[config.mk]
export PLATFORM = sky130hd
export DESIGN_NAME = port_regs
export DESIGN_NICKNAME = d
export VERILOG_FILES = /design/src/ula_bus_pkg.sv /design/src/port_regs.sv
export SDC_FILE = /design/constraint.sdc
export NUM_CORES = 1
export LEC_CHECK = 0
export BUFFER_PORTS_ARGS = -buffer_cell sky130_fd_sc_hd__buf_2
export CAP_MARGIN = 40
export CELL_PAD_IN_SITES_DETAIL_PLACEMENT = 1
export CELL_PAD_IN_SITES_GLOBAL_PLACEMENT = 1
export CORE_UTILIZATION = 29
export CTS_CLUSTER_SIZE = 14
export DETAILED_ROUTE_END_ITERATION = 10
export GPL_TIMING_DRIVEN = 0
export PLACE_DENSITY_LB_ADDON = 0.1
export SETUP_SLACK_MARGIN = 0.5
export SYNTH_ARGS = -nofsm -noshare
export SYNTH_HDL_FRONTEND = slang
export SYNTH_SLANG_ARGS = --single-unit
export TNS_END_PERCENT = 10
[constraint.sdc]
create_clock -name clk14 -period 1.9 [get_ports clk14]
set_input_delay 0.285 -clock clk14 [delete_from_list [all_inputs] [get_ports clk14]]
set_output_delay 0.285 -clock clk14 [all_outputs]
set_load 0.05 [all_outputs]
[src/ula_bus_pkg.sv]
`default_nettype none

package ula_bus_pkg;

	// one video pixel, bright bit on top, then grb as in the attribute
	typedef struct packed {
		logic i;
		logic g;
		logic r;
		logic b;
	} colour_t;

	localparam int PAGE_W = 3;
	// 13-bit screen offset plus the video page bit
	localparam int SCREEN_AW = 14;

	// RAM banks with a fixed role
	localparam logic [PAGE_W-1:0] BANK_SCREEN = 3'd5;
	localparam logic [PAGE_W-1:0] BANK_SCREEN_ALT = 3'd7;
	localparam logic [PAGE_W-1:0] BANK_AT_4000 = 3'd5;
	localparam logic [PAGE_W-1:0] BANK_AT_8000 = 3'd2;

	// port FE bits, border sits in 2..0
	localparam int FE_BEEPER = 4;
	localparam int FE_TAPE = 3;

	// port 7FFD bits, RAM page sits in 2..0
	localparam int P7FFD_VBANK = 3;
	localparam int P7FFD_ROM = 4;
	localparam int P7FFD_LOCK = 5;

	localparam int CFG_TIMINGS_ABIT = 14;

endpackage

`default_nettype wire

[src/port_regs.sv]
`timescale 1ns/1ps
`default_nettype none

module port_regs
	import ula_bus_pkg::*;
(
	input wire clk14,
	input wire rst_n,
	input wire [15:0] addr,
	input wire [7:0] d_in,
	input wire n_rd,
	input wire n_wr,
	input wire n_iorq,
	input wire n_m1,
	input wire [4:0] kd,
	input wire tape_in,
	output logic [7:0] d_out,
	output logic d_out_en,
	output logic [2:0] border,
	output logic beeper,
	output logic tape_out,
	output logic [2:0] ram_bank,
	output logic vbank,
	output logic rom_bank,
	output logic timings
);

	// only the low five bits of FE and six of 7FFD do anything
	logic [4:0] fe_reg;
	logic [5:0] p7ffd_reg;

	// I/O cycle, interrupt acknowledge excluded
	wire io_cycle = !n_iorq && n_m1;

	wire fe_sel = io_cycle && !addr[0];
	wire p7ffd_sel = io_cycle && !addr[1] && !addr[15] && (addr[14] || addr[13]);
	wire cfg_sel = io_cycle && addr[0] && addr[1];

	wire lock = p7ffd_reg[P7FFD_LOCK];
	wire fe_read = fe_sel && !n_rd;

	// keyboard and tape in, unused bits read high
	wire [7:0] fe_data = {1'b1, tape_in, 1'b1, kd};

	always_ff @(posedge clk14 or negedge rst_n) begin
		if (!rst_n) begin
			fe_reg <= '0;
			p7ffd_reg <= '0;
			timings <= 1'b0;
		end else begin
			if (fe_sel && !n_wr)
				fe_reg <= d_in[4:0];
			// paging freezes once the lock bit is written
			if (p7ffd_sel && !n_wr && !lock)
				p7ffd_reg <= d_in[5:0];
			if (cfg_sel && !n_wr && addr[CFG_TIMINGS_ABIT])
				timings <= d_in[0];
		end
	end

	// read data comes out one cycle after the decode
	always_ff @(posedge clk14 or negedge rst_n) begin
		if (!rst_n) begin
			d_out <= '0;
			d_out_en <= 1'b0;
		end else begin
			d_out_en <= fe_read;
			d_out <= fe_read ? fe_data : 8'h00;
		end
	end

	assign border = fe_reg[2:0];
	assign beeper = fe_reg[FE_BEEPER];
	// tape out mixes in the tape input, as on the real board
	assign tape_out = fe_reg[FE_TAPE] ^ tape_in;

	assign ram_bank = p7ffd_reg[PAGE_W-1:0];
	assign vbank = p7ffd_reg[P7FFD_VBANK];
	assign rom_bank = p7ffd_reg[P7FFD_ROM];

endmodule

`default_nettype wire

### After elaboration in Yosys (flattened, before gate mapping)

Cells that the tools add are included.

* muxes and demuxes: 1
* bitwise logic cells: 1
* reduce and logical (&&, ||, !) cells: 21

Operator list (number)
* logical AND 1 bit: 13
* 2-to-1 mux 8 bit: 1
* zero test 1 bit: 7
* logical OR 1 bit: 1
* bitwise XOR 1 bit: 1

* input port bits: 36
* output and inout bits: 20
* register bits: 21

### Logic depth before layout (Yosys ltp)

* depth after elaboration: 7
* depth in mapped cells: 4

### Worst setup path after synthesis

OpenSTA, ideal clock, no wires.

* path kind: input port to flip-flop
* start: in n_wr
* end: reg p7ffd_reg[0]
* path buffers: 1
* library setup time: 0.125 ns
* setup slack: 0.253 ns
* data arrival time: 1.522 ns
* data required time: 1.775 ns
* stages on the path: 4
* cell sequence: or4_1 > or3_1 > buf_6 > mux2_4

* word-level cells in the longest chain between the ends: 3

Ends and longest elaborated chain
* start: declaration: line port_regs.sv:12 `input wire n_wr,`
* zero test 1 bit: line port_regs.sv:54 `if (p7ffd_sel && !n_wr && !lock)`
* logical AND 1 bit (2 in series): line port_regs.sv:54
* end signal: assignment: line port_regs.sv:55 `p7ffd_reg <= d_in[5:0];`
* end: declaration: line port_regs.sv:30 `logic [5:0] p7ffd_reg;`

Every way passes these cells.
A chain may end at the register's enable or synchronous reset.

### Final worst setup path

* start: reg p7ffd_reg[5]
* end: reg p7ffd_reg[1]

* word-level cells in the longest chain between the ends: 2

Ends and longest elaborated chain (line)
* zero test 1 bit: port_regs.sv:54
* logical AND 1 bit: port_regs.sv:54

Every way passes these cells.

==> impl_metrics.xml <==
<?xml version="1.0" encoding="UTF-8"?>
<metrics>
  <group name="timing">
    <metric name="grt_setup_unrepaired" unit="">yes</metric>
    <metric name="worst_slew_margin_relative_to_its_limit" unit="">0.407</metric>
    <metric name="timing.final.setup_violations" unit="">0</metric>
    <metric name="crit_share_post_route" unit="">0.889</metric>
    <metric name="hold_viol" unit="">0</metric>
    <metric name="worst_hold_slack" unit="ps">198</metric>
    <metric name="maxSlewViolCount" unit="">0</metric>
    <metric name="worstMarginPinSlew" unit="ps">882</metric>
    <metric name="timing.fmax" unit="MHz">592</metric>
    <metric name="final_sum_of_negative_setup_slack" unit="ps">0</metric>
    <metric name="finalClockSkew" unit="ps">0.369</metric>
    <metric name="final_critical_path_required_period" unit="ps">1690</metric>
  </group>
  <group name="detailed_routing">
    <metric name="dr.pass1.iters" unit="">2</metric>
    <metric name="route.detailed.vias_per_inst" unit="">4.25</metric>
    <metric name="drt_iter0_drc" unit="">3</metric>
    <metric name="wire_length_on_met3" unit="µm">113</metric>
    <metric name="topRoutingLayerUsed" unit="">met4</metric>
    <metric name="m1WireLength" unit="µm">696</metric>
    <metric name="post_drt_wl_per_cell" unit="µm">12.1</metric>
    <metric name="final_antenna_net_count" unit="">0</metric>
    <metric name="via_count" unit="">570</metric>
    <metric name="route.detailed.drc" unit="">0</metric>
    <metric name="detailed_routed_wire_length_on_met2" unit="µm">786</metric>
    <metric name="routed_wl" unit="µm">1620</metric>
  </group>
  <group name="cts">
    <metric name="clkSlewWorstSetupHoldPaths" unit="ps">100</metric>
    <metric name="clock_tree_from_tritoncts" unit="">done</metric>
    <metric name="clock_latency" unit="ps">280</metric>
    <metric name="h_tree_lvl_count" unit="">1</metric>
    <metric name="max-clock-path-buffers" unit="">2</metric>
    <metric name="tritoncts_num_sinks" unit="">19</metric>
    <metric name="cts_root_buffer" unit="">sky130_fd_sc_hd__clkbuf_4</metric>
    <metric name="cts_inserted_buffers" unit="">3</metric>
  </group>
  <group name="power">
    <metric name="total_power" unit="mW">1.12</metric>
    <metric name="vdd_ir_drop_max" unit="V">0.000583</metric>
    <metric name="ratio_of_total_power_to_cell_area" unit="mW/mm²">1030</metric>
    <metric name="p_leak" unit="nW">0.609</metric>
  </group>
  <group name="synth">
    <metric name="synth.area.top_cells" unit="">sky130_fd_sc_hd__dfrtp_1, sky130_fd_sc_hd__mux2_4, sky130_fd_sc_hd__mux2_2</metric>
    <metric name="synth_top_area_share" unit="">0.601</metric>
    <metric name="yosys_warnings" unit="">0</metric>
    <metric name="synth-seq-cells" unit="">19</metric>
    <metric name="sequential_share_of_the_synthesized_area" unit="">0.601</metric>
    <metric name="synth_top_area_cell" unit="">sky130_fd_sc_hd__dfrtp_1</metric>
    <metric name="postSynthCellCount" unit="">56</metric>
    <metric name="synthesized_area_per_cell" unit="µm²">14.1</metric>
    <metric name="syn_area" unit="µm²">791</metric>
    <metric name="postSynthNetCount" unit="">92</metric>
    <metric name="ys_types" unit="">15</metric>
  </group>
  <group name="critical_path">
    <metric name="rrSetupSlack" unit="ps">210</metric>
    <metric name="critical_path_required" unit="ps">2080</metric>
    <metric name="rr_startpoint" unit="">p7ffd_reg[5]$_DFFE_PN0P_</metric>
    <metric name="crit-reg2reg-capture" unit="">p7ffd_reg[1]$_DFFE_PN0P_</metric>
    <metric name="cp-end-kind" unit="">flip-flop</metric>
    <metric name="cp_max_fo" unit="">6</metric>
    <metric name="worst_setup_path_start_kind" unit="">flip-flop</metric>
    <metric name="worst_r2r_path_depth" unit="">4</metric>
    <metric name="timing.critical_path.arrival" unit="ps">1870</metric>
    <metric name="worstSetupPathType" unit="">flip-flop to flip-flop</metric>
  </group>
  <group name="floorplan">
    <metric name="floorplan.core_area" unit="mm²">0.00252</metric>
    <metric name="dieArea" unit="mm²">0.00294</metric>
    <metric name="die_w" unit="µm">54.2</metric>
    <metric name="num_rows" unit="">18</metric>
    <metric name="die_h" unit="µm">54.2</metric>
    <metric name="start_util" unit="">0.313</metric>
    <metric name="boundaryPins" unit="">56</metric>
  </group>
  <group name="cells_and_area">
    <metric name="fillers" unit="">295</metric>
    <metric name="stdcell_count" unit="">134</metric>
    <metric name="antennaDiodeCount" unit="">0</metric>
    <metric name="layout-drive-gt1-share" unit="">0.644</metric>
    <metric name="fin_util" unit="">0.431</metric>
    <metric name="finish.net_count" unit="">141</metric>
    <metric name="largest_reg_flops" unit="">7</metric>
    <metric name="area.growth.synth_to_final" unit="%">37.5</metric>
  </group>
  <group name="hold_path">
    <metric name="min_from" unit="">kd[1]</metric>
    <metric name="hold_critical_path_endpoint" unit="">d_out[1]$_DFF_PN0_</metric>
    <metric name="timing.hold.worst_path_depth" unit="">2</metric>
    <metric name="min-delay-path-class" unit="">primary input to flip-flop</metric>
  </group>
  <group name="placed_design">
    <metric name="place_inst" unit="">128</metric>
    <metric name="place.port_buffers" unit="">42</metric>
    <metric name="place.gp.congestion" unit="">0.620</metric>
    <metric name="hpwlAfterDp" unit="µm">1200</metric>
  </group>
  <group name="grt">
    <metric name="grt.total_usage" unit="">0.131</metric>
    <metric name="largest_net_degree_at_the_start_of_global_routing" unit="">20</metric>
    <metric name="overall_overflow_remaining_after_global_route" unit="">0</metric>
    <metric name="first_global_vias" unit="">585</metric>
    <metric name="antenna_found_initial" unit="">0</metric>
    <metric name="grt_first_pass_wirelength" unit="µm">2620</metric>
  </group>
  <group name="run">
    <metric name="drv_cap" unit="">0</metric>
  </group>
  <group name="outcome">
    <metric name="outcome" unit="">completed</metric>
  </group>
</metrics>
==> synth_stat cells <==
| cell | instances |
|---|---|
| sky130_fd_sc_hd__and2_1 | 6 |
| sky130_fd_sc_hd__buf_4 | 8 |
| sky130_fd_sc_hd__buf_6 | 1 |
| sky130_fd_sc_hd__dfrtp_1 | 19 |
| sky130_fd_sc_hd__inv_1 | 1 |
| sky130_fd_sc_hd__mux2_2 | 6 |
| sky130_fd_sc_hd__mux2_4 | 5 |
| sky130_fd_sc_hd__nand2b_1 | 1 |
| sky130_fd_sc_hd__nand3_1 | 1 |
| sky130_fd_sc_hd__nor2_1 | 1 |
| sky130_fd_sc_hd__nor3_1 | 3 |
| sky130_fd_sc_hd__o21bai_1 | 1 |
| sky130_fd_sc_hd__or3_1 | 1 |
| sky130_fd_sc_hd__or4_1 | 1 |
| sky130_fd_sc_hd__xor2_1 | 1 |
==> kinds of logic after synthesis <==
logic type / synth area share
flip-flops: 0.601
AND/OR/NAND/NOR: 0.103
multiplexers: 0.180
buffers and inverters: 0.0949
AO/OA/AOI/OAI: 0.00950
XOR/XNOR: 0.0111
==> through the flow <==
| stage | cell area, µm² | setup WS, ps |
|---|---|---|
| floorplan | 791 | 253 |
| global placement | 1040 | 108 |
| detailed placement | 1040 | 47.5 |
| CTS | 1080 | 231 |
| global route | 1090 | 161 |
| finish | 1090 | 211 |
==> where the power goes <==
group	switching [mW]	total (mW)	internal [mW]
Sequential	0.0300	0.494	0.464
Clock	0.117	0.198	0.0815
Combinational	0.273	0.431	0.158
Total	0.420	1.12	0.703
==> worst max path at each step <==
stage | from | to | slack, ps | cells after the start
after global placement | n_wr | p7ffd_reg[0]$_DFFE_PN0P_ | 110 | 5
after CTS | p7ffd_reg[5]$_DFFE_PN0P_ | p7ffd_reg[4]$_DFFE_PN0P_ | 230 | 4
after global routing | p7ffd_reg[5]$_DFFE_PN0P_ | p7ffd_reg[2]$_DFFE_PN0P_ | 160 | 4
final | p7ffd_reg[5]$_DFFE_PN0P_ | p7ffd_reg[1]$_DFFE_PN0P_ | 210 | 4
after detailed placement | n_iorq | fe_reg[0]$_DFFE_PN0P_ | 50 | 4
after floorplan | n_wr | p7ffd_reg[0]$_DFFE_PN0P_ | 250 | 4
==> worst max-delay path, cell delays in order, from the launching register on <==
cell and delay, ps:
sky130_fd_sc_hd__dfrtp_1 390, sky130_fd_sc_hd__or4_1 410, sky130_fd_sc_hd__or3_4 340, sky130_fd_sc_hd__buf_6 150, sky130_fd_sc_hd__mux2_4 290
==> cell type report <==
type	instances	area, µm²	share of cell area
clock buffers	4	26.3	0.0242
plain buffers	9	71.3	0.0656
inverters	1	3.75	0.00345
well taps	30	37.5	0.0345
multi-input cells	27	245	0.226
flip-flops and latches	19	475	0.437
repair buffers	44	228	0.209
==> per-layer routing <==
metal  vias up  GRT usage
met2        23      0.205
li1        274          -
met5         -          0
met1       271      0.162
met4         0     0.0769
met3         2     0.0333
==> timing repair <==
| item | CTS | global route |
|---|---|---|
| hold buffers | 1 | 0 |
| endpoints found under the hold margin | 19 | 0 |
| setup endpoints to repair | 11 | 12 |
| resized for setup | 0 | 1 |
| buffers inserted | 1 | 0 |
| cloned | 0 | 0 |
==> layout by cell type, fill, tap and decap left out, drive strengths merged <==
| master | synthesis | final |
|---|---|---|
| dlygate4sd3 | 0 | 1 |
| or4 | 1 | 1 |
| nand3 | 1 | 1 |
| and2 | 6 | 6 |
| clkbuf | 0 | 4 |
| or3 | 1 | 1 |
| buf | 9 | 52 |
| dfrtp | 19 | 19 |
| xor2 | 1 | 1 |
| inv | 1 | 1 |
| nor2 | 1 | 1 |
| mux2 | 11 | 11 |
| o21bai | 1 | 1 |
| nand2b | 1 | 1 |
| nor3 | 3 | 3 |
No activity file was read; power rests on OpenSTA's default activity.
