**src/ula_bus_pkg.sv**
```systemverilog
`default_nettype none

package ula_bus_pkg;

	// one video pixel, bright bit on top, then grb as in the attribute
	typedef struct packed {
		logic i;
		logic g;
		logic r;
		logic b;
	} colour_t;

	localparam int PAGE_W = 3;
	// 13-bit screen offset plus the video page bit
	localparam int SCREEN_AW = 14;

	// RAM banks with a fixed role
	localparam logic [PAGE_W-1:0] BANK_SCREEN = 3'd5;
	localparam logic [PAGE_W-1:0] BANK_SCREEN_ALT = 3'd7;
	localparam logic [PAGE_W-1:0] BANK_AT_4000 = 3'd5;
	localparam logic [PAGE_W-1:0] BANK_AT_8000 = 3'd2;

	// port FE bits, border sits in 2..0
	localparam int FE_BEEPER = 4;
	localparam int FE_TAPE = 3;

	// port 7FFD bits, RAM page sits in 2..0
	localparam int P7FFD_VBANK = 3;
	localparam int P7FFD_ROM = 4;
	localparam int P7FFD_LOCK = 5;

	localparam int CFG_TIMINGS_ABIT = 14;

endpackage

`default_nettype wire

```
**src/mem_map.sv**
```systemverilog
`timescale 1ns/1ps
`default_nettype none

module mem_map
	import ula_bus_pkg::*;
(
	input wire clk14,
	input wire rst_n,
	input wire [15:14] addr,
	input wire n_mreq,
	input wire [PAGE_W-1:0] ram_bank,
	input wire rom_bank,
	output logic n_romcs,
	output logic n_ramcs,
	output logic [PAGE_W-1:0] ram_page,
	output logic rom_page
);

	wire rom_region = addr == 2'b00;
	logic [PAGE_W-1:0] page_sel;

	// 0000-3FFF rom, 4000 and 8000 fixed, C000 paged by 7FFD
	always_comb begin
		case (addr)
			2'b01: page_sel = BANK_AT_4000;
			2'b10: page_sel = BANK_AT_8000;
			2'b11: page_sel = ram_bank;
			default: page_sel = '0;
		endcase
	end

	always_ff @(posedge clk14 or negedge rst_n) begin
		if (!rst_n) begin
			n_romcs <= 1'b1;
			n_ramcs <= 1'b1;
			ram_page <= '0;
			rom_page <= 1'b0;
		end else begin
			n_romcs <= !(!n_mreq && rom_region);
			n_ramcs <= !(!n_mreq && !rom_region);
			ram_page <= page_sel;
			rom_page <= rom_bank;
		end
	end

endmodule

`default_nettype wire

```
**config.mk**
```make
export PLATFORM = sky130hd
export DESIGN_NAME = mem_map
export DESIGN_NICKNAME = d
export VERILOG_FILES = /design/src/ula_bus_pkg.sv /design/src/mem_map.sv
export SDC_FILE = /design/constraint.sdc
export NUM_CORES = 1
export LEC_CHECK = 0
export ABC_AREA = 1
export ABC_CLOCK_PERIOD_IN_PS = 800
export BUFFER_PORTS_ARGS = -buffer_cell sky130_fd_sc_hd__buf_4
export CORE_AREA = 2 2 39 41
export CTS_BUF_LIST = sky130_fd_sc_hd__clkbuf_16
export DETAILED_ROUTE_END_ITERATION = 8
export DIE_AREA = 0 0 41 43
export HOLD_SLACK_MARGIN = 0.08
export PLACE_DENSITY = 0.38
export SLEW_MARGIN = 15
export SYNTH_ARGS = -nofsm -noshare
export SYNTH_HDL_FRONTEND = slang
export SYNTH_SLANG_ARGS = --single-unit
```
**constraint.sdc**
```tcl
create_clock -name clk14 -period 0.8 [get_ports clk14]
set_clock_uncertainty 0.15 [all_clocks]
set_input_delay 0.04 -clock clk14 [delete_from_list [all_inputs] [get_ports clk14]]
set_output_delay 0.04 -clock clk14 [all_outputs]
set_load 0.1 [all_outputs]
```
; ---- Word-level counts from Yosys, hierarchy flattened
; Cells that the tools add are included.
[word_totals]
elab_cells = 15
output_inout_bits = 6
reg_bits = 6
inputBits = 9
[classes]
n_mux = 1
eq_ne = 3
n_reduce_logical = 7
[op_table]
columns = operator, n
row1 = one-hot mux 3 bit (3 select lines), 1
row2 = "equality test 2 bit, second input constant", 2
row3 = logical NOT 1 bit, 4
row4 = "equality test 2 x 1 -> 1 bit, second input constant", 1
row5 = logical AND 1 bit, 2
row6 = logical NOT 2 bit, 1

; ---- Longest topological paths before layout
; Gate-level depths: netlist (run 1).
[logic_depth]
ltp_word = 4
depth_mapped = 3
depth_no_buf = 3

; ---- Worst setup path after synthesis (run 1)
; Ideal clock, no wire load.
[synth_timing]
path_kind = flip-flop to output port
from = register ram_page[0]
to = output ram_page[0]
setup_slack_ns = -0.273
path_buffers = 0
arrival_ns = 0.883
path_stages_with_launch = 1
required_ns = 0.610
path_cell_list = dfrtp_1
[synth_rtl]
columns = item, line_no
row1 = start: declaration, mem_map.sv:15  ; output logic [PAGE_W-1:0] ram_page,
row2 = start signal: assignment, mem_map.sv:41  ; ram_page <= page_sel;
; No word-level cell between the ends.

; ---- Worst setup path after layout (run 1)
[layout_timing]
from = register n_romcs
to = output n_romcs
[layout_rtl]
columns = item, line_no
row1 = start: declaration, mem_map.sv:13  ; output logic n_romcs,
row2 = start signal: assignment, mem_map.sv:39  ; n_romcs <= !(!n_mreq && rom_region);
; No word-level cell between the ends.

==> impl_metrics.csv, run 1 <==
group,metric,value,unit
critical_path,cpLargestDelayFamily,"flip-flops",
synthesis,netlist_instances,19,
synthesis,synth_warnings,0,
clocking,clk_pin_slew,0.03,ns
clocking,cts_tree,"built",
run,maxCapViolCount,0,
drt,remaining_drc_errors,0,
floorplan,core.rowCount,14,
critical_path,critPathLaunchType,"register",
power_and_ir_drop,p_sw,0.339,mW
global_route,antenna_found_initial,0,
sta,rsz0062_at_grt,"true",
synthesis,synth.distinct_cells,7,
synthesis,synth.avg_cell_area,10.9,um2
global_route,grt_pass1_wl,703,um
clocking,clockBufferDepth,2,
power_and_ir_drop,p_leak,0.250,nW
clocking,numCtsBuffers,3,
power_and_ir_drop,p_int,1.09,mW
drt,vias_per_cell,3.55,
sta,slew_headroom,90.0,%
power_and_ir_drop,swShare,23.7,%
power_and_ir_drop,clockPowerShare,55.5,%
critical_path,end_kind,"primary output",
clocking,cts_setup_buffers,0,
critical_path,cp.depth,1,
power_and_ir_drop,seq_power_share,24.6,%
min_path,min_path_type,"primary input to register",
floorplan,start_util,15.0,%
drt,wl_per_cell,7.05,um
critical_path,worst-endpoint-required,0.61,ns
drt,via_count,195,
power_and_ir_drop,ir_drop,0.754,mV
critical_path,crit_start,"n_romcs$_DFF_PN1_",
sta,fmax,839,MHz
sta,finalSetupViolations,6,
power_and_ir_drop,power_frac_comb,19.9,%
sta,setup_ws,-0.391,ns
critical_path,worstPathCellList,"buf_12",
critical_path,critPathBufInv,1,
placed_design,routabilityCongestion,0.631,
critical_path,criticalPathCategory,"register to primary output",
floorplan,coreArea,1380,um2
synthesis,syn_area,208,um2
cells_and_area,area_delta_synth_final,151,%
cells_and_area,final_layout_size_suffix_gt1_share,61.5,%
sta,slew_viol_final,0,
global_route,grt-ovfl-total,0,
critical_path,critPathMaxFanout,1,
sta,setup_tns,-1.71,ns
cells_and_area,layout_common_cells,"buf_4 (8), nand2_1 (5), buf_12 (5), nand3_1 (4)",
min_path,holdPathStages,2,
sta,fin_crit_sh,149,%
cells_and_area,layout_commonest_cell,"buf_4",
cells_and_area,diodes,0,
drt,drt-initial-drc-count,2,
critical_path,slowest_stage,"dfstp_4",
outcome,violations,"hold timing, setup timing",
floorplan,dieHeight,43,um
cells_and_area,utilization,37.7,%
clocking,htreeDepth,1,
critical_path,slowest_delay,0.61,ns
power_and_ir_drop,p_per_area,2740,nW/um2
floorplan,die_w,41,um
floorplan,top_level_ports,15,
sta,period_minus_slack,1.19,ns
drt,first_pass_iters,4,
synthesis,ys_seq_elements,6,
critical_path,cp.arrival,1.00,ns
sta,finalHoldViolations,5,
global_route,grt_usage,6.77,%
drt,antenna_left,0,
clocking,ctsHoldBuffers,2,
synthesis,seq_area_frac_synth,73.5,%
sta,worst_pin_slew,0.148,ns
global_route,grt_max_degree,7,
placed_design,pre_cts_ws,-0.252,ns
synthesis,syn-num-nets,28,
power_and_ir_drop,total_power,1.43,mW
floorplan,die_area,1760,um2
placed_design,io_buffers,14,
sta,hold_ws,-0.135,ns
clocking,cts-root-buf,"clkbuf_16",
cells_and_area,final_nets,49,
clocking,clock-sinks,6,
min_path,min_from,"addr[15]",
drt,finalWirelength,388,um
outcome,status,"finished, violations left",
global_route,first_global_vias,203,
-- registers in the layout (all words and copies together), names as in the netlist --
name      count
rom_page      1
ram_page      3
n_romcs       1
n_ramcs       1
-- kinds of logic (layout without fill, tap and decap cells) --
kind of cell / count (synthesis) / in the layout / synth area share [%]
and+or+nand+nor: 9 / 9 / 18.7
DFF: 6 / 6 / 73.5
buffers and inverters: 3 / 23 / 5.42
AOI/OAI and AO/OA: 1 / 1 / 2.41
-- per-stage QoR --
step	area (um2)	hold WS [ns]	instances
2_1_floorplan	228	-0.406	19
3_3_place_gp	353	-0.304	49
3_5_place_dp	353	-0.302	49
4_1_cts	522	-0.132	55
5_1_grt	522	-0.112	55
6_report	522	-0.135	55
-- power by group through the flow --
stage / clock, mW / combinational, mW / sequential, mW
final: 0.794 / 0.285 / 0.353
after global routing: 0.841 / 0.301 / 0.354
after CTS: 0.808 / 0.286 / 0.353
after detailed placement: 0 / 0.235 / 0.347
after global placement: 0 / 0.234 / 0.346
after floorplan: 0 / 0.0162 / 0.492
-- synthesized netlist by cell type --
cell	count	share of area [%]
nand2_1	5	9.0
dfrtp_1	4	48
nand3_1	4	9.6
dfstp_2	2	25
inv_1	2	3.6
inv_2	1	1.8
o21ai_0	1	2.4
-- final cells by class --
| type | count | area (um2) |
|---|---|---|
| well taps | 16 | 20.0 |
| multi-input cells | 10 | 43.8 |
| inverters | 3 | 11.3 |
| clock buffers | 3 | 75.1 |
| clock inverters | 1 | 3.75 |
| flip-flops and latches | 6 | 173 |
| fillers | 139 | 862 |
| repair buffers | 16 | 195 |
-- path summary, 6_finish.rpt --
path	end	slack (ns)
min in group asynchronous	ram_page[1]$_DFF_PN0_	0.01
max in group asynchronous	n_romcs$_DFF_PN1_	0.29
hold / removal	n_ramcs$_DFF_PN1_	-0.13
setup / recovery	n_romcs	-0.39
-- per-layer routing --
| layer | vias up | track usage, % | share of wire [%] |
|---|---|---|---|
| li1 | 98 | - | - |
| met2 | 16 | 7.19 | 39 |
| met4 | 0 | 10.0 | 4.9 |
| met5 | - | 0 | 0 |
| met3 | 2 | 3.14 | 15 |
| met1 | 79 | 7.54 | 41 |
-- timing repair --
action | in CTS | in global routing
pin swaps | 0 | 0
gates resized for setup | 17 | 0
setup endpoints to repair | 6 | 6
endpoints found under the hold margin | 12 | 9
Note: power is estimated with default switching activity, not from simulation.
==> run 2, diff against run 1 <==
--- a/config.mk
+++ b/config.mk
@@ -12,2 +12,3 @@
 export CTS_BUF_LIST = sky130_fd_sc_hd__clkbuf_16
+export CTS_CLUSTER_SIZE = 10
 export DETAILED_ROUTE_END_ITERATION = 8
==> constraint.sdc (replaced) <==
create_clock -name clk14 -period 0.8 [get_ports clk14]
set_clock_uncertainty 0.15 [all_clocks]
set_input_delay 0.16 -clock clk14 [delete_from_list [all_inputs] [get_ports clk14]]
set_output_delay 0.16 -clock clk14 [all_outputs]
set_load 0.1 [all_outputs]
==> impl_metrics.csv, run 2 (synthesis gave the netlist of run 1 again) <==
group,metric,value,unit
outcome,status,"finished, violations left",
outcome,violations,"hold timing, setup timing",
floorplan,start_util,15.0,%
cells_and_area,fin_area,512,um2
floorplan,core.rowCount,14,
placed_design,routabilityCongestion,0.631,
sta,fin_crit_sh,164,%
drt,drt-initial-drc-count,2,
cells_and_area,regMostFlops,"ram_page",
cells_and_area,fin_cells,54,
drt,remaining_drc_errors,0,
drt,wl_per_cell,7.04,um
sta,hold_ws,-0.103,ns
cells_and_area,area_delta_synth_final,146,%
critical_path,worstPathCellList,"buf_12",
global_route,first_global_vias,194,
critical_path,slowest_stage,"dfstp_4",
sta,rsz0062_at_grt,"true",
critical_path,critPathLaunchType,"register",
clocking,htreeDepth,1,
sta,slew_viol_final,0,
cells_and_area,layout_commonest_cell,"buf_4",
drt,antenna_left,0,
critical_path,worst-endpoint-required,0.49,ns
power_and_ir_drop,ir_drop,0.753,mV
placed_design,placed_area,353,um2
sta,worst_pin_slew,0.148,ns
sta,period_minus_slack,1.31,ns
drt,vias_per_cell,3.50,
cells_and_area,largest_reg_flops,3,
sta,finalSetupViolations,6,
clocking,cts-root-buf,"clkbuf_16",
clocking,numCtsBuffers,3,
critical_path,slowest_delay,0.61,ns
critical_path,criticalPathCategory,"register to primary output",
min_path,holdPathStages,1,
sta,fmax,763,MHz
cells_and_area,diodes,0,
cells_and_area,n_fill_cell,139,
placed_design,io_buffers,14,
clocking,clockBufferDepth,2,
cells_and_area,final_nets,48,
drt,via_count,189,
floorplan,coreArea,1380,um2
power_and_ir_drop,p_per_area,2790,nW/um2
floorplan,die_area,1760,um2
placed_design,dp.cells,49,
critical_path,cpLargestDelayFamily,"flip-flops",
sta,slew_headroom,90.0,%
floorplan,die_w,41,um
floorplan,dieHeight,43,um
floorplan,top_level_ports,15,
min_path,min_from,"rom_bank",
global_route,grt-ovfl-total,0,
critical_path,critPathBufInv,1,
drt,first_pass_iters,4,
critical_path,cp.arrival,1.00,ns
min_path,min_path_type,"primary input to register",
global_route,grt_max_degree,7,
cells_and_area,layout_common_cells,"buf_4 (8), nand2_1 (5), buf_12 (5), nand3_1 (4)",
min_path,whs_endpoint,"rom_page$_DFF_PN0_",
global_route,grt_pass1_wl,676,um
cells_and_area,final_layout_size_suffix_gt1_share,63.2,%
sta,finalHoldViolations,2,
power_and_ir_drop,total_power,1.43,mW
power_and_ir_drop,p_leak,0.246,nW
clocking,clock-sinks,6,
clocking,cts_tree,"built",
run,maxCapViolCount,0,
drt,finalWirelength,380,um
global_route,antenna_found_initial,0,
sta,setup_ws,-0.511,ns
critical_path,critPathMaxFanout,1,
global_route,grt_usage,6.57,%
critical_path,end_kind,"primary output",
clocking,clk_pin_slew,0.03,ns
clocking,ctsHoldBuffers,1,
## run 2: changes by cell type in the layout (fill, tap and decap cells not counted), sizes merged
| cell | change |
|---|---|
| dlygate4sd3 | -1 |
## run 2: final cells by class
cell class                 instances  area (um2)  share of cell area, %
clock buffer                       3        75.1                   14.7
clock inverter                     1        3.75                  0.733
inverter                           3        11.3                   2.20
multi-input combinational         10        43.8                   8.56
sequential                         6         173                   33.7
tap                               16        20.0                   3.91
timing repair buffer              15         185                   36.2
## run 2: per-stage QoR
stage / TNS, ns / utilization (%) / hold WS, ns / setup slack (ns)
2_1_floorplan: -1.00 / - / -0.286 / -0.270
3_3_place_gp: -1.39 / 25.5 / -0.184 / -0.369
3_5_place_dp: -1.40 / 25.5 / -0.182 / -0.372
4_1_cts: -2.46 / 37.0 / -0.104 / -0.518
5_1_grt: -2.52 / 37.0 / -0.104 / -0.524
6_report: -2.43 / 37.0 / -0.103 / -0.511
## run 2: power by group
| part | total, mW | switching (mW) | leakage [nW] | internal [mW] |
|---|---|---|---|---|
| Clock | 0.794 | 0.148 | 0.0423 | 0.646 |
| Combinational | 0.281 | 0.176 | 0.138 | 0.104 |
| Sequential | 0.353 | 0.0140 | 0.0657 | 0.339 |
| Total | 1.43 | 0.339 | 0.246 | 1.09 |
## run 2: repair_timing
item                       in CTS  in global routing
setup endpoints to repair       6                  6
pin swaps                       0                  0
cloned                          0                  0
hold endpoints to repair       12                  6
gates resized for setup        17                  0
setup buffers                   0                  0
## run 2: layer usage
metal  vias to the layer above  track usage, %  routed length [um]
met5                         -               0                   0
met4                         0            10.0                  19
met3                         2            3.14                  57
met2                        16            6.56                 147
met1                        75            7.54                 155
li1                         96               -                   -
## run 2: worst max path at each step
stage / startpoint / endpoint / cells after the start
floorplan: n_ramcs$_DFF_PN1_ / n_ramcs / 0
global placement: n_ramcs$_DFF_PN1_ / n_ramcs / 1
detailed placement: n_ramcs$_DFF_PN1_ / n_ramcs / 1
CTS: n_ramcs$_DFF_PN1_ / n_ramcs / 1
global route: n_romcs$_DFF_PN1_ / n_romcs / 1
finish: n_romcs$_DFF_PN1_ / n_romcs / 1
