### src/ula_bus_pkg.sv
`default_nettype none

package ula_bus_pkg;

	// one video pixel, bright bit on top, then grb as in the attribute
	typedef struct packed {
		logic i;
		logic g;
		logic r;
		logic b;
	} colour_t;

	localparam int PAGE_W = 3;
	// 13-bit screen offset plus the video page bit
	localparam int SCREEN_AW = 14;

	// RAM banks with a fixed role
	localparam logic [PAGE_W-1:0] BANK_SCREEN = 3'd5;
	localparam logic [PAGE_W-1:0] BANK_SCREEN_ALT = 3'd7;
	localparam logic [PAGE_W-1:0] BANK_AT_4000 = 3'd5;
	localparam logic [PAGE_W-1:0] BANK_AT_8000 = 3'd2;

	// port FE bits, border sits in 2..0
	localparam int FE_BEEPER = 4;
	localparam int FE_TAPE = 3;

	// port 7FFD bits, RAM page sits in 2..0
	localparam int P7FFD_VBANK = 3;
	localparam int P7FFD_ROM = 4;
	localparam int P7FFD_LOCK = 5;

	localparam int CFG_TIMINGS_ABIT = 14;

endpackage

`default_nettype wire

### src/ula_timing_pkg.sv
`default_nettype none

package ula_timing_pkg;

	// visible screen, in pixels and lines
	localparam int H_AREA = 256;
	localparam int V_AREA = 192;

	// pixels between the byte fetch and the pixel on screen
	localparam int SCREEN_DELAY = 8;

	localparam int H_TOTAL_S128 = 456;
	localparam int V_TOTAL_S128 = 311;
	localparam int H_TOTAL_PENT = 448;
	localparam int V_TOTAL_PENT = 320;

	// 128K line layout after the display area
	localparam int H_RBORDER_S128 = 60 + SCREEN_DELAY;
	localparam int H_BLANK1_S128 = 16;
	localparam int H_SYNC_S128 = 33;
	localparam int H_BLANK2_S128 = 27;
	localparam int V_BBORDER_S128 = 47;
	localparam int V_SYNC_S128 = 8;

	// pentagon line layout after the display area
	localparam int H_RBORDER_PENT = 56 + SCREEN_DELAY;
	localparam int H_BLANK1_PENT = 8;
	localparam int H_SYNC_PENT = 33;
	localparam int H_BLANK2_PENT = 31;
	localparam int V_BBORDER_PENT = 56;
	localparam int V_SYNC_PENT = 8;

	// frame interrupt position, line and pixel window
	localparam int INT_V_S128 = 248;
	localparam int INT_H_FROM_S128 = 0;
	localparam int INT_H_TO_S128 = 64;
	localparam int INT_V_PENT = 239;
	// 64 pixels wide, same pulse length as the 128K frame
	localparam int INT_H_FROM_PENT = 320;
	localparam int INT_H_TO_PENT = 384;

	// counter widths
	localparam int HC_W = 9;
	localparam int VC_W = 9;

	// frame counter for flash, top bit toggles every 16 frames
	localparam int BLINK_W = 5;

endpackage

`default_nettype wire

### src/screen_fetch.sv
`timescale 1ns/1ps
`default_nettype none

module screen_fetch
	import ula_timing_pkg::*;
	import ula_bus_pkg::*;
(
	input wire clk14,
	input wire rst_n,
	input wire [HC_W-1:0] hc,
	input wire [VC_W-1:0] vc,
	input wire half,
	input wire blank,
	input wire n_int,
	input wire vbank,
	input wire [2:0] border,
	input wire [7:0] vram_data,
	output logic vram_rd,
	output logic [SCREEN_AW-1:0] vram_addr,
	output colour_t colour
);

	int h;
	int v;
	logic [7:0] attr_next;
	logic [7:0] bitmap_next;
	logic [7:0] attr;
	logic [7:0] bitmap;
	logic [BLINK_W-1:0] blink_cnt;
	logic n_int_q;
	logic [PAGE_W-1:0] screen_bank;

	assign h = int'(hc);
	assign v = int'(vc);

	wire in_rows = v < V_AREA;
	wire fetch_area = in_rows && h < H_AREA;
	// strobes land on half-pixels 2 (attribute) and 3 (bitmap) of each group
	wire attr_issue = fetch_area && hc[2:0] == 3'd0 && half;
	wire bitmap_issue = fetch_area && hc[2:0] == 3'd1 && !half;
	// next bytes go to the shifter on the last half-pixel of the group
	wire load = fetch_area && hc[2:0] == 3'd7 && half;
	wire show = in_rows && h >= SCREEN_DELAY && h < H_AREA + SCREEN_DELAY;
	wire blink = blink_cnt[BLINK_W-1];

	// banks 5 and 7 differ only in bit 1, which is the video page bit
	assign screen_bank = vbank ? BANK_SCREEN_ALT : BANK_SCREEN;

	wire [12:0] bitmap_addr = {vc[7:6], vc[2:0], vc[5:3], hc[7:3]};
	wire [12:0] attr_addr = {3'b110, vc[7:3], hc[7:3]};

	always_ff @(posedge clk14 or negedge rst_n) begin
		if (!rst_n) begin
			vram_rd <= 1'b0;
			vram_addr <= '0;
		end else begin
			vram_rd <= attr_issue || bitmap_issue;
			if (attr_issue)
				vram_addr <= {screen_bank[1], attr_addr};
			else if (bitmap_issue)
				vram_addr <= {screen_bank[1], bitmap_addr};
		end
	end

	// attribute answer comes back on the even half and bitmap on the odd one
	always_ff @(posedge clk14 or negedge rst_n) begin
		if (!rst_n) begin
			attr_next <= '0;
			bitmap_next <= '0;
			attr <= '0;
			bitmap <= '0;
		end else begin
			if (vram_rd && !half)
				attr_next <= vram_data;
			if (vram_rd && half)
				bitmap_next <= vram_data;
			if (load) begin
				attr <= attr_next;
				bitmap <= bitmap_next;
			end else if (half) begin
				bitmap <= {bitmap[6:0], 1'b0};
			end
		end
	end

	// flash phase counts frame interrupts
	always_ff @(posedge clk14 or negedge rst_n) begin
		if (!rst_n) begin
			n_int_q <= 1'b1;
			blink_cnt <= '0;
		end else begin
			n_int_q <= n_int;
			if (n_int_q && !n_int)
				blink_cnt <= blink_cnt + 1'b1;
		end
	end

	wire lit = bitmap[7] ^ (attr[7] & blink);
	wire [2:0] grb = lit ? attr[2:0] : attr[5:3];

	always_ff @(posedge clk14 or negedge rst_n) begin
		if (!rst_n) begin
			colour <= '0;
		end else if (half) begin
			if (blank)
				colour <= '0;
			else if (!show)
				colour <= colour_t'({1'b0, border});
			else
				colour <= colour_t'({attr[6] & (|grb), grb});
		end
	end

endmodule

`default_nettype wire

### config.mk
export PLATFORM = sky130hd
export DESIGN_NAME = screen_fetch
export DESIGN_NICKNAME = d
export VERILOG_FILES = /design/src/ula_bus_pkg.sv /design/src/ula_timing_pkg.sv /design/src/screen_fetch.sv
export SDC_FILE = /design/constraint.sdc
export NUM_CORES = 1
export LEC_CHECK = 0
export BUFFER_PORTS_ARGS = -buffer_cell sky130_fd_sc_hd__buf_2
export CAP_MARGIN = 20
export CORE_ASPECT_RATIO = 1.2
export CORE_MARGIN = 2
export CORE_UTILIZATION = 30
export DETAILED_ROUTE_END_ITERATION = 8
export PLACE_DENSITY_LB_ADDON = 0.3
export SYNTH_ARGS = -nofsm -noshare
export SYNTH_HDL_FRONTEND = slang
export SYNTH_SLANG_ARGS = --single-unit
### constraint.sdc
create_clock -name clk14 -period 1.2 [get_ports clk14]
set_input_delay 0.24 -clock clk14 [delete_from_list [all_inputs] [get_ports clk14]]
set_output_delay 0.24 -clock clk14 [all_outputs]
set_load 0.05 [all_outputs]
; Word level (Yosys, flattened, before mapping)
; Index checks and enable logic that the tools add are counted.
[op_classes]
muxes = 8
eq_ne = 2
bitwise = 3
order_cmp = 4
reduce_logical = 19
n_addsub = 1
[ops]
columns = op, count
row1 = 14-bit 2-to-1 mux, 2
row2 = "9-bit less-than comparator, second input constant", 2
row3 = 8-bit 2-to-1 mux, 2
row4 = 1-bit logical AND, 12
row5 = "9-bit by 4-bit greater-or-equal comparator with 1-bit output, second input constant", 1
row6 = "9-bit by 8-bit less-than comparator with 1-bit output, second input constant", 1
row7 = 4-bit 2-to-1 mux, 2
row8 = "5-bit by 1-bit adder with 5-bit output, second input constant", 1
row9 = 2-bit nonzero test, 2
row10 = "3-bit by 1-bit == test with 1-bit output, second input constant", 1
row11 = "3-bit == test, second input constant", 1
row12 = 3-bit zero test, 1
row13 = 3-bit 2-to-1 mux, 1
row14 = 3-bit OR reduction, 1
row15 = 1-bit AND, 2
row16 = 1-bit zero test, 2
row17 = 2-bit 2-to-1 mux, 1
row18 = 1-bit logical OR, 1
row19 = 1-bit bitwise XOR, 1
[totals]
wordCells = 49
ff_bits = 57

; Depth between registers and ports, before layout
; Gate-level depths: netlist of run 1.
[logic_depth]
ltp_word = 7
ltp_mapped = 6
ltp_nobuf = 4

; Worst setup path after synthesis of run 1
; No wires, ideal clock.
[synth_timing]
path_type = input to register
startpoint = input port hc[5]
endpoint = register colour[3] in the netlist's numbering
setup_slack_ns = -0.498
arrival_ns = 1.602
n_path_buf = 0
cell_stages = 4
cell_sequence = or4_4 or4_4 and2_4 o32ai_2
[synth_via]
elab_chain_len = 5
elab_cells_between_ends = 6
classes_between = 2 x order compare / 2 x mux / 2 x reduce/logical
[synth_rtl]
columns = item, line
row1 = "start, declared", screen_fetch.sv:10  ; input wire [HC_W-1:0] hc,
row2 = 9-bit by 4-bit greater-or-equal comparator with 1-bit output, screen_fetch.sv:43  ; wire show = in_rows && h >= SCREEN_DELAY && h < H_AREA + SCREEN_DELAY;
row3 = 1-bit logical AND, screen_fetch.sv:43
row4 = 1-bit logical AND *, screen_fetch.sv:43
row5 = 4-bit 2-to-1 mux *, screen_fetch.sv:107  ; else if (!show)
row6 = 4-bit 2-to-1 mux *, screen_fetch.sv:105  ; if (blank)
row7 = "end signal, assigned", screen_fetch.sv:108  ; colour <= colour_t'({1'b0, border});
row8 = "end signal, assigned", screen_fetch.sv:110  ; colour <= colour_t'({attr[6] & (|grb), grb});
row9 = "end, declared", screen_fetch.sv:20  ; output colour_t colour
; Every way passes the cells marked *; elsewhere a longest branch is shown, timed or not.
; A chain may end at the register's enable or synchronous reset.

; Worst setup path after layout of run 1
; Same ends and word-level chain as after synthesis.

==> summary.md, run 1 <==
| Metric | Value |
|---|---|
| Met3 capacity usage during global routing | 3.81% |
| RSZ-0062 raised after global routing | yes |
| First-pass GRT wire length | 8840 um |
| FF+latch count, synth | 57 |
| DIE WIDTH | 87.7 um |
| Via Count | 1888 |
| WP data arrival | 1.70 ns |
| Synth warn | 0 |
| Fin area | 0.00362 mm^2 |
| Clock Skew | 0.00407 ns |
| Antenna-violating nets left | 0 |
| RR Startpoint | attr[7] |
| # fillers | 744 |
| Post-synthesis sequential area ratio | 56.6% |
| Max Transition Viols Final | 0 |
| Unique masters post-synth | 38 |
| CTS tree | yes |
| Antenna Cells | 0 |
| Placement Cell Area | 0.00328 mm^2 |
| GRT Overall Usage | 12.5% |
| Die Span Y | 104 um |
| Fin cells | 412 |
| Worst EP required | 1.43 ns |
| Clk sink count | 57 |
| Cells after synthesis | 204 |
| R2R depth | 4 |
| Row count | 36 |
| Worst-path clk slew | 0.06 ns |
| Iteration count of the initial detailed-routing pass | 4 |
| Initial Utilization | 30.9% |
| Clock Latency Late Sink | 0.32 ns |
| Mean post-synth cell area | 12.4 um^2 |
| Crit path time final | 1.47 ns |
| Nets | 330 |
| Pwr Total | 5.42 mW |
| Crit Path Category | input port to register |
| Pre-CTS setup slack | -0.680 ns |
| RePlAce Congestion | 0.759 |
| Post-DR vias/cell | 4.58 |
| Layout cell share with drive strength beyond 1 | 50.7% |
| Placed Instances | 392 |
| Initial DRC count | 111 |
| GR peak layer | met2 |
| Hpwl dp | 4080 um |
| Endpoints failing setup | 4 |
| Critical Path End | colour[3] |
| Num CTS Buffers | 9 |
| Worst-path maximum fanout | 4 |
| DIE AREA | 0.00916 mm^2 |
| Core area | 0.00815 mm^2 |
| Nature of the critical path endpoint | register |
| R2r setup slk | -0.10 ns |
| Final WS setup | -0.271 ns |
| Maximum VDD drop | 0.000623 V |
| Gr ovfl total | 0 |
| Post-Synthesis Cell Area | 0.00252 mm^2 |
| Max_cap viols | 0 |
| Slew at the pin closest to its max-slew limit | 0.407 ns |
| Hold crit path type | input port to register |
| Vias in the first global route | 1895 |
| Area delta synth->final | 43.4% |
| Met2 global-route usage | 19.9% |
| Initial antenna violation count | 0 |
| Avg WL per Cell | 13.2 um |
| Largest net degree at the start of global routing | 23 |
| Failing checks | negative setup slack |
| Grt met1 use | 15.3% |
| Lkg Pwr | 1.68 nW |
| Critical path launch point type | input port |
| # port buffers | 53 |
| Cell Pwr Density | 1500 mW/mm^2 |
| IO Pins | 54 |
| Fmax achieved | 680 MHz |
| Minimum hold slack | 0.0410 ns |
| Clock buffer depth | 2 |
| Slew headroom | 72.9% |
| Crit path from | hc[5] |
| R2r endpoint | colour[3] |
| Root buffer cell | clkbuf_8 |
| Mapped Nets | 240 |
| DRT Wirelength | 5450 um |
| # DRC | 0 |
| H-Tree Level Count | 3 |
| Hold Vio Cnt, Final | 0 |
| Fraction of the cycle the final worst path needs | 123% |
| Status | finished with violations |
## per-stage QoR
| step | setup TNS, ns | util (%) |
|---|---|---|
| 2_1_floorplan | -4.82 | - |
| 3_3_place_gp | -9.81 | 40.3 |
| 3_5_place_dp | -9.84 | 40.3 |
| 4_1_cts | -0.936 | 43.2 |
| 5_1_grt | -0.967 | 44.4 |
| 6_report | -0.904 | 44.4 |
## cells in the final DEF, fill, tap and decap left out, types with 4 or more instances in the layout
cell      netlist  routed
a21oi_1         9       9
buf_12          0       5
buf_2           2      32
buf_4           0      34
buf_6           0      11
clkbuf_8        0      10
dfrtp_1        56      55
inv_1           7       7
mux2_2         34      18
mux2_4          0      16
mux2i_1         7       7
nand2_1         7       4
nand2b_1        7       7
nand4_1         6       6
nor2_1         12      11
o21ai_0         7       7
o31ai_1         5       5
## where the power goes
| group | leakage [nW] | internal (mW) | switching, mW | total (mW) |
|---|---|---|---|---|
| Sequential | 0.722 | 2.27 | 0.223 | 2.50 |
| Clock | 0.0822 | 0.787 | 0.716 | 1.50 |
| Combinational | 0.874 | 0.670 | 0.745 | 1.41 |
## worst max-delay path: stages
cell     delay (ns)
buf_6          0.09
or4_4          0.53
or4_4          0.45
and2_4         0.19
o32ai_2        0.20
## state kept, by name, summed over array words and instances, names as in the netlist
register	flops
bitmap_next	8
attr_next	8
blink_cnt	5
vram_rd	1
colour	4
attr	8
n_int_q	1
bitmap	8
vram_addr	14
## logic make-up (layout without fill, tap and decap cells)
| kind of cell | count (synthesis) | after routing | share of synthesized area [%] |
|---|---|---|---|
| fa+ha+maj | 1 | 1 | 0.496 |
| flops | 57 | 57 | 56.6 |
| compound gates | 38 | 38 | 10.3 |
| xor+xnor | 5 | 5 | 1.74 |
| simple gates | 47 | 48 | 10.6 |
| mux | 41 | 41 | 18.0 |
| buf+inv | 15 | 108 | 2.33 |
## Yosys cell counts
| cell | n | area share (%) |
|---|---|---|
| nor3_1 | 1 | 0.20 |
| a21oi_1 | 9 | 1.8 |
| o31ai_1 | 5 | 1.5 |
| ha_1 | 1 | 0.50 |
| nand2_1 | 7 | 1.0 |
| buf_2 | 2 | 0.40 |
| o22ai_1 | 2 | 0.50 |
| nor2_1 | 12 | 1.8 |
| nand4_1 | 6 | 1.5 |
| nor3_2 | 1 | 0.40 |
| buf_1 | 1 | 0.15 |
| inv_1 | 7 | 1.0 |
| a21boi_1 | 1 | 0.30 |
| nand3_1 | 1 | 0.20 |
| a21o_2 | 1 | 0.35 |
| a211oi_1 | 1 | 0.30 |
| nand2b_1 | 7 | 1.7 |
| mux2i_1 | 7 | 2.8 |
| dfrtp_1 | 56 | 56 |
| clkbuf_1 | 5 | 0.74 |
| o211ai_1 | 3 | 0.89 |
| xnor2_1 | 3 | 1.0 |
| o32ai_2 | 1 | 0.65 |
| nor3b_1 | 3 | 0.89 |
| and3b_1 | 1 | 0.35 |
| nor2b_1 | 3 | 0.74 |
| xor2_1 | 2 | 0.69 |
| a2bb2oi_1 | 2 | 0.69 |
| or4_4 | 2 | 0.89 |
| a41oi_1 | 2 | 0.69 |
| and2_4 | 1 | 0.35 |
| dfstp_2 | 1 | 1.0 |
| mux2_2 | 34 | 15 |
| or3_1 | 1 | 0.25 |
| o21a_1 | 3 | 0.89 |
| o21ai_0 | 7 | 1.4 |
| and2_1 | 1 | 0.25 |
| o2bb2ai_1 | 1 | 0.35 |
## worst min path at each step
stage,start,endpoint,slack (ns),depth (start not counted)
after global placement,rst_n,bitmap_next[6],0.15,1
after CTS,n_int,n_int_q,0.01,1
final,n_int,n_int_q,0.04,1
after global routing,n_int,n_int_q,0.01,1
after floorplan,rst_n,attr[0],-0.06,0
after detailed placement,rst_n,bitmap_next[6],0.16,1
## timing repair
action,4_1_cts,5_1_grt
endpoints found under the hold margin,9,0
setup buffers,0,3
gates resized for setup,21,18
hold buffers,1,0
setup endpoints to repair,19,21
cloned,0,1
pin swaps,3,6
## area by class of cell
class	instances	area, um^2	share of cell area, %
inverter	7	26.3	0.727
timing repair buffer	86	672	18.6
multi-input combinational	133	1180	32.7
sequential	57	1430	39.5
clock buffer	12	145	4.01
clock inverter	3	17.5	0.484
tap	114	143	3.94
## layer usage
metal,part of all wire [%],routed length [um]
met2,51,2780
met5,0,0
met4,1.7,95
met1,44,2410
met3,2.9,158
(Power assumes the default switching activity.)
==> inputs of run 2 (changes only) <==
--- a/config.mk
+++ b/config.mk
@@ -5,6 +5,7 @@
 export SDC_FILE = /design/constraint.sdc
 export NUM_CORES = 1
 export LEC_CHECK = 0
+export ABC_AREA = 1
 export BUFFER_PORTS_ARGS = -buffer_cell sky130_fd_sc_hd__buf_2
 export CAP_MARGIN = 20
 export CORE_ASPECT_RATIO = 1.2
==> summary.md, run 2 <==
| Metric | Value |
|---|---|
| Crit Path Category | register to output port |
| Metal-1 WL | 2680 um |
| Gr ovfl total | 0 |
| Largest family of logic cells by synthesized area | simple AND/OR/NAND/NOR gates |
| Final WS setup | 0.0279 ns |
| Slew headroom | 72.5% |
| Max stage delay cell, worst path | dfrtp_2 |
| Top Family by Delay on Critical Path | flip-flops |
| Nets | 408 |
| Mapped Nets | 335 |
| Max Transition Viols Final | 0 |
| Worst EP required | 0.96 ns |
| Pre-CTS setup slack | -0.159 ns |
| Simple-gate share of the synthesized area | 32.2% |
| Number of flip-flops in the largest register | 14 |
| Setup TNS | 0 ns |
| Fmax achieved | 853 MHz |
| EDFF count, synth | 0 |
| Row count | 37 |
| Initial Utilization | 31.0% |
| CTS tree | yes |
| DIE WIDTH | 90.1 um |
| Vias in the first global route | 2255 |
| Hpwl dp | 4050 um |
| Worst-path clk slew | 0.06 ns |
| Initial antenna violation count | 0 |
| WP data arrival | 0.93 ns |
| GRT Overall Usage | 13.2% |
| Num CTS Buffers | 9 |
| Post-synthesis sequential area ratio | 53.4% |
| RePlAce Congestion | 0.761 |
| Commonest non-fill, non-tap cell in the layout | nand2_1 |
| Layout cell share with drive strength beyond 1 | 31.6% |
| FF+latch count, synth | 57 |
| Cells after synthesis | 299 |
| Core area | 0.00861 mm^2 |
| R2r endpoint | colour[0] |
| Synth Area in Adders | 0.468% |
| Root buffer cell | clkbuf_8 |
| R2R depth | 8 |
| Post-Synthesis Cell Area | 0.00267 mm^2 |
| Max_cap viols | 0 |
| DR top layer | met4 |
| Ys async rst share | 100% |
| Area of the multi-input gates | 0.00106 mm^2 |
| WHS Path Cells | 3 |
| IO Pins | 54 |
| # fillers | 916 |
| Worst-path maximum fanout | 3 |
| Clock Latency Late Sink | 0.33 ns |
| DRT Wirelength | 5740 um |
| Crit path time final | 1.17 ns |
| RSZ-0062 raised after global routing | yes |
| Maximum VDD drop | 0.000539 V |
| Status | completed |
| R2r setup slk | 0.09 ns |
| Leading area contributor after synthesis | dfrtp_1 |
| Metal2 WL | 2690 um |
| Compound-Gate Fraction of Synth Area | 4.82% |
| Iteration count of the initial detailed-routing pass | 4 |
| H-Tree Level Count | 3 |
| WL met3 | 287 um |
| Area delta synth->final | 29.8% |
| Slew at the pin closest to its max-slew limit | 0.412 ns |
| Most frequent cells in the layout | nand2_1 (91), dfrtp_1 (55), nand3_1 (36), buf_2 (35), inv_1 (31) |
| Endpoints failing setup | 0 |
| Proportion of netlist area held by the largest area contributor | 52.5% |
| Multiplexer share of the synthesized area | 0.422% |
| First-pass GRT wire length | 10200 um |
| Worst path buffer plus inverter count | 1 |
| Slowest stage delay, CP | 0.44 ns |
| Synth warn | 0 |
| Synth cell count leaders | nand2_1 (95), dfrtp_1 (56), nand3_1 (37) |
| Fraction of the cycle the final worst path needs | 97.7% |
| # port buffers | 53 |
| Antenna Cells | 0 |
| DIE AREA | 0.00968 mm^2 |
| Area contributors post-synth | dfrtp_1 (52%), nand2_1 (13%), nand3_1 (6.9%), inv_1 (4.5%), o21ai_0 (3.2%) |
| Clk sink count | 57 |
| Via Count | 2143 |
| Initial DRC count | 81 |
| Main synth FF type | dfrtp_1 |
| Die Span Y | 107 um |
| Cell Pwr Density | 1660 mW/mm^2 |
| Clock Skew | 0.00678 ns |
| # DRC | 0 |
| Lkg Pwr | 1.89 nW |
| Register area | 0.00143 mm^2 |
| Critical path launch point type | register |
| Crit path cell chain | buf_6 |
| Largest Register | vram_addr |
| Hold Vio Cnt, Final | 0 |
| Avg WL per Cell | 11.6 um |
| Largest net degree at the start of global routing | 58 |
| Mean post-synth cell area | 8.93 um^2 |
| Nature of the critical path endpoint | output port |
| Hold crit path type | input port to register |
| Unique masters post-synth | 25 |
| Hold path endpoint | vram_addr[13] |
| Clock buffer depth | 2 |
| Most numerous cell in the Yosys netlist | nand2_1 |
| RR Startpoint | blink_cnt[4] |
| XOR/XNOR share of the synthesized area | 1.31% |
| Hold_sp | vbank |
| Post-DR vias/cell | 4.34 |
| Antenna-violating nets left | 0 |
run 2: cell count changes after synthesis, sizes merged, moves of 10 or more:
cell	delta
nand3b	+11
o21ai	+10
mux2	-33
nand3	+44
inv	+27
nand2	+93
run 2: worst register-to-register path: stages (launching register included):
cell     delay (ns)
dfrtp_1        0.41
nand2_2        0.09
nand2_2        0.07
nand2_2        0.08
nand2_1        0.05
nand2_1        0.09
nand3_1        0.08
nand3_1        0.09
nand2_1        0.05
run 2: how the worst max path moves through the flow:
| stage | from | to | slack, ns | cells past startpoint |
|---|---|---|---|---|
| after detailed placement | vc[7] | vram_addr[0] | -0.16 | 8 |
| after CTS | vram_addr[11] | vram_addr[11] | 0.002 | 1 |
| final | vram_rd | vram_rd | 0.03 | 1 |
| after floorplan | hc[1] | vram_addr[11] | 0.03 | 7 |
| after global placement | vc[7] | vram_addr[2] | -0.11 | 8 |
| after global routing | vram_rd | attr_next[6] | -0.003 | 3 |
run 2: area by class of cell:
cell class | count | share of cell area, %
Clock buffer | 11 | 4.08
Clock inverter | 5 | 1.59
Inverter | 34 | 3.68
Multi-Input combinational cell | 199 | 30.7
Sequential cell | 57 | 41.2
Tap cell | 117 | 4.22
Timing Repair Buffer | 71 | 14.5
run 2: timing repair:
action                     in CTS  in global routing
setup endpoints to repair      14                 13
setup buffers                   0                  1
hold buffers                    2                  0
hold endpoints to repair       57                  0
resized for setup              15                 15
run 2: cell families after synthesis:
group,count (synthesis)
XOR/XNOR,4
multiplexers,1
AND/OR/NAND/NOR,171
buffers and inverters,43
adder cells (fa/ha/maj),1
AO/OA/AOI/OAI,22
flip-flops,57
run 2: per-layer routing:
metal  GRT usage [%]  vias up
li1                -     1102
met2            22.1       57
met1            15.9      975
met3            4.20        9
met4            4.95        0
met5               0        -
run 2: power by group:
| group | internal (mW) | switching (mW) | total [mW] |
|---|---|---|---|
| Sequential | 2.29 | 0.238 | 2.53 |
| Clock | 1.01 | 0.767 | 1.78 |
| Combinational | 0.554 | 0.910 | 1.46 |
run 2: per-stage QoR:
stage / util [%] / hold slack, ns / instances / power [mW] / cell area, um^2
after floorplan: - / -0.0556 / 299 / 3.49 / 2670
after global placement: 36.8 / 0.268 / 475 / 3.88 / 3170
after detailed placement: 36.8 / 0.266 / 475 / 3.91 / 3170
after CTS: 39.7 / 0.0925 / 493 / 5.79 / 3420
after global routing: 40.3 / 0.109 / 494 / 6.11 / 3470
final: 40.3 / 0.109 / 494 / 5.77 / 3470
==> inputs of run 3 (changes only) <==
--- a/config.mk
+++ b/config.mk
@@ -13,6 +13,7 @@
 export CORE_UTILIZATION = 30
 export DETAILED_ROUTE_END_ITERATION = 8
 export PLACE_DENSITY_LB_ADDON = 0.3
+export RECOVER_POWER = 25
 export SYNTH_ARGS = -nofsm -noshare
 export SYNTH_HDL_FRONTEND = slang
 export SYNTH_SLANG_ARGS = --single-unit
==> summary.md, run 3 (synthesis gave the netlist of run 2 again) <==
| Metric | Value |
|---|---|
| RePlAce Congestion | 0.761 |
| Iteration count of the initial detailed-routing pass | 4 |
| Hold crit path type | input port to register |
| Number of flip-flops in the largest register | 14 |
| Initial Utilization | 31.0% |
| Crit path from | vram_rd |
| Initial DRC count | 81 |
| R2r endpoint | colour[0] |
| Pwr Total | 5.77 mW |
| Core area | 0.00861 mm^2 |
| Worst-path clk slew | 0.06 ns |
| Avg WL per Cell | 11.6 um |
| Fin cells | 494 |
| Fmax achieved | 853 MHz |
| Placed Instances | 475 |
| Max Transition Viols Final | 0 |
| Max_cap viols | 0 |
| Register area | 0.00143 mm^2 |
| CTS tree | yes |
| Clock Latency Late Sink | 0.33 ns |
| Top Family by Delay on Critical Path | flip-flops |
| Cell Pwr Density | 1670 mW/mm^2 |
| Critical path depth | 1 |
| Maximum VDD drop | 0.000539 V |
| Via Count | 2143 |
| Worst-path maximum fanout | 3 |
| Antenna-violating nets left | 0 |
| First-pass GRT wire length | 10200 um |
| Post-DR vias/cell | 4.34 |
| Largest Register | vram_addr |
| Critical Path End | vram_rd |
| Largest net degree at the start of global routing | 58 |
| R2r setup slk | 0.09 ns |
| # port buffers | 53 |
| Nature of the critical path endpoint | output port |
| Most frequent cells in the layout | nand2_1 (91), dfrtp_1 (55), nand3_1 (36), buf_2 (35), inv_1 (31) |
| Endpoints failing setup | 0 |
| Crit path cell chain | buf_6 |
| Hold Vio Cnt, Final | 0 |
| WP data arrival | 0.93 ns |
| RR Startpoint | blink_cnt[4] |
| Vias in the first global route | 2255 |
| GRT Overall Usage | 13.2% |
| Lkg Pwr | 1.89 nW |
| DRT Wirelength | 5740 um |
| Layout cell share with drive strength beyond 1 | 31.6% |
| DIE AREA | 0.00968 mm^2 |
| Hpwl dp | 4050 um |
| Initial antenna violation count | 0 |
| Area delta synth->final | 29.5% |
| Commonest non-fill, non-tap cell in the layout | nand2_1 |
| Slew headroom | 64.9% |
| IO Pins | 54 |
| # DRC | 0 |
| # fillers | 916 |
| Fraction of the cycle the final worst path needs | 97.7% |
| Clock Skew | 0.00678 ns |
| Nets | 408 |
| Area of the multi-input gates | 0.00106 mm^2 |
| Gr ovfl total | 0 |
| Crit path time final | 1.17 ns |
| RSZ-0062 raised after global routing | yes |
| Slew at the pin closest to its max-slew limit | 0.527 ns |
| R2R depth | 8 |
| Num CTS Buffers | 9 |
| Status | completed |
| Worst path buffer plus inverter count | 1 |
| DIE WIDTH | 90.1 um |
| Worst EP required | 0.96 ns |
| Slowest stage delay, CP | 0.44 ns |
| H-Tree Level Count | 3 |
| Die Span Y | 107 um |
| Clock buffer depth | 2 |
| Max stage delay cell, worst path | dfrtp_2 |
| Critical path launch point type | register |
| Antenna Cells | 0 |
| Crit Path Category | register to output port |
| Minimum hold slack | 0.109 ns |
| Row count | 37 |
| Root buffer cell | clkbuf_8 |
| Clk sink count | 57 |
## run 3: worst min-delay path by stage
stage,start,endpoint,depth (start not counted)
floorplan,rst_n,attr[0],0
detailed placement,rst_n,vram_addr[11],2
global placement,rst_n,vram_addr[11],2
CTS,vbank,vram_addr[13],3
global route,vbank,vram_addr[13],3
finish,vbank,vram_addr[13],3
## run 3: routing by layer
| metal | GRT usage (%) | routed length [um] |
|---|---|---|
| met2 | 22.1 | 2690 |
| met4 | 4.95 | 86 |
| met3 | 4.20 | 287 |
| met1 | 15.9 | 2680 |
| met5 | 0 | 0 |
## run 3: timing repair
| action | in CTS | in global routing |
|---|---|---|
| hold buffers | 2 | 0 |
| setup buffers | 0 | 1 |
| endpoints found under the hold margin | 57 | 0 |
| gates resized for setup | 15 | 15 |
| setup endpoints to repair | 14 | 13 |
## run 3: report_power, final
group          switching (mW)  internal, mW  leakage [nW]  total (mW)
logic                   0.910         0.550          1.06        1.46
registers               0.238          2.29         0.733        2.53
clock network           0.767          1.01        0.0953        1.78
## run 3: area by class of cell
class,count,share of cell area (%)
inverters,34,3.69
well taps,117,4.23
repair buffers,71,14.3
multi-input cells,199,30.8
clock buffers,11,4.09
clock inverters,5,1.59
flip-flops and latches,57,41.3
## run 3: through the flow
stage | TNS [ns] | utilization [%] | setup WS, ns | area, um^2
after CTS | 0 | 39.7 | 0.00239 | 3420
after detailed placement | -3.33 | 36.8 | -0.159 | 3170
after global routing | -0.00607 | 40.2 | -0.00348 | 3460
after global placement | -2.09 | 36.8 | -0.113 | 3170
final | 0 | 40.2 | 0.0279 | 3460
after floorplan | 0 | - | 0.0258 | 2670
## run 3: tightest hold or removal path: stages
cell	delay (ns)
buf_2	0.07
nand2_1	0.04
nand2_1	0.05
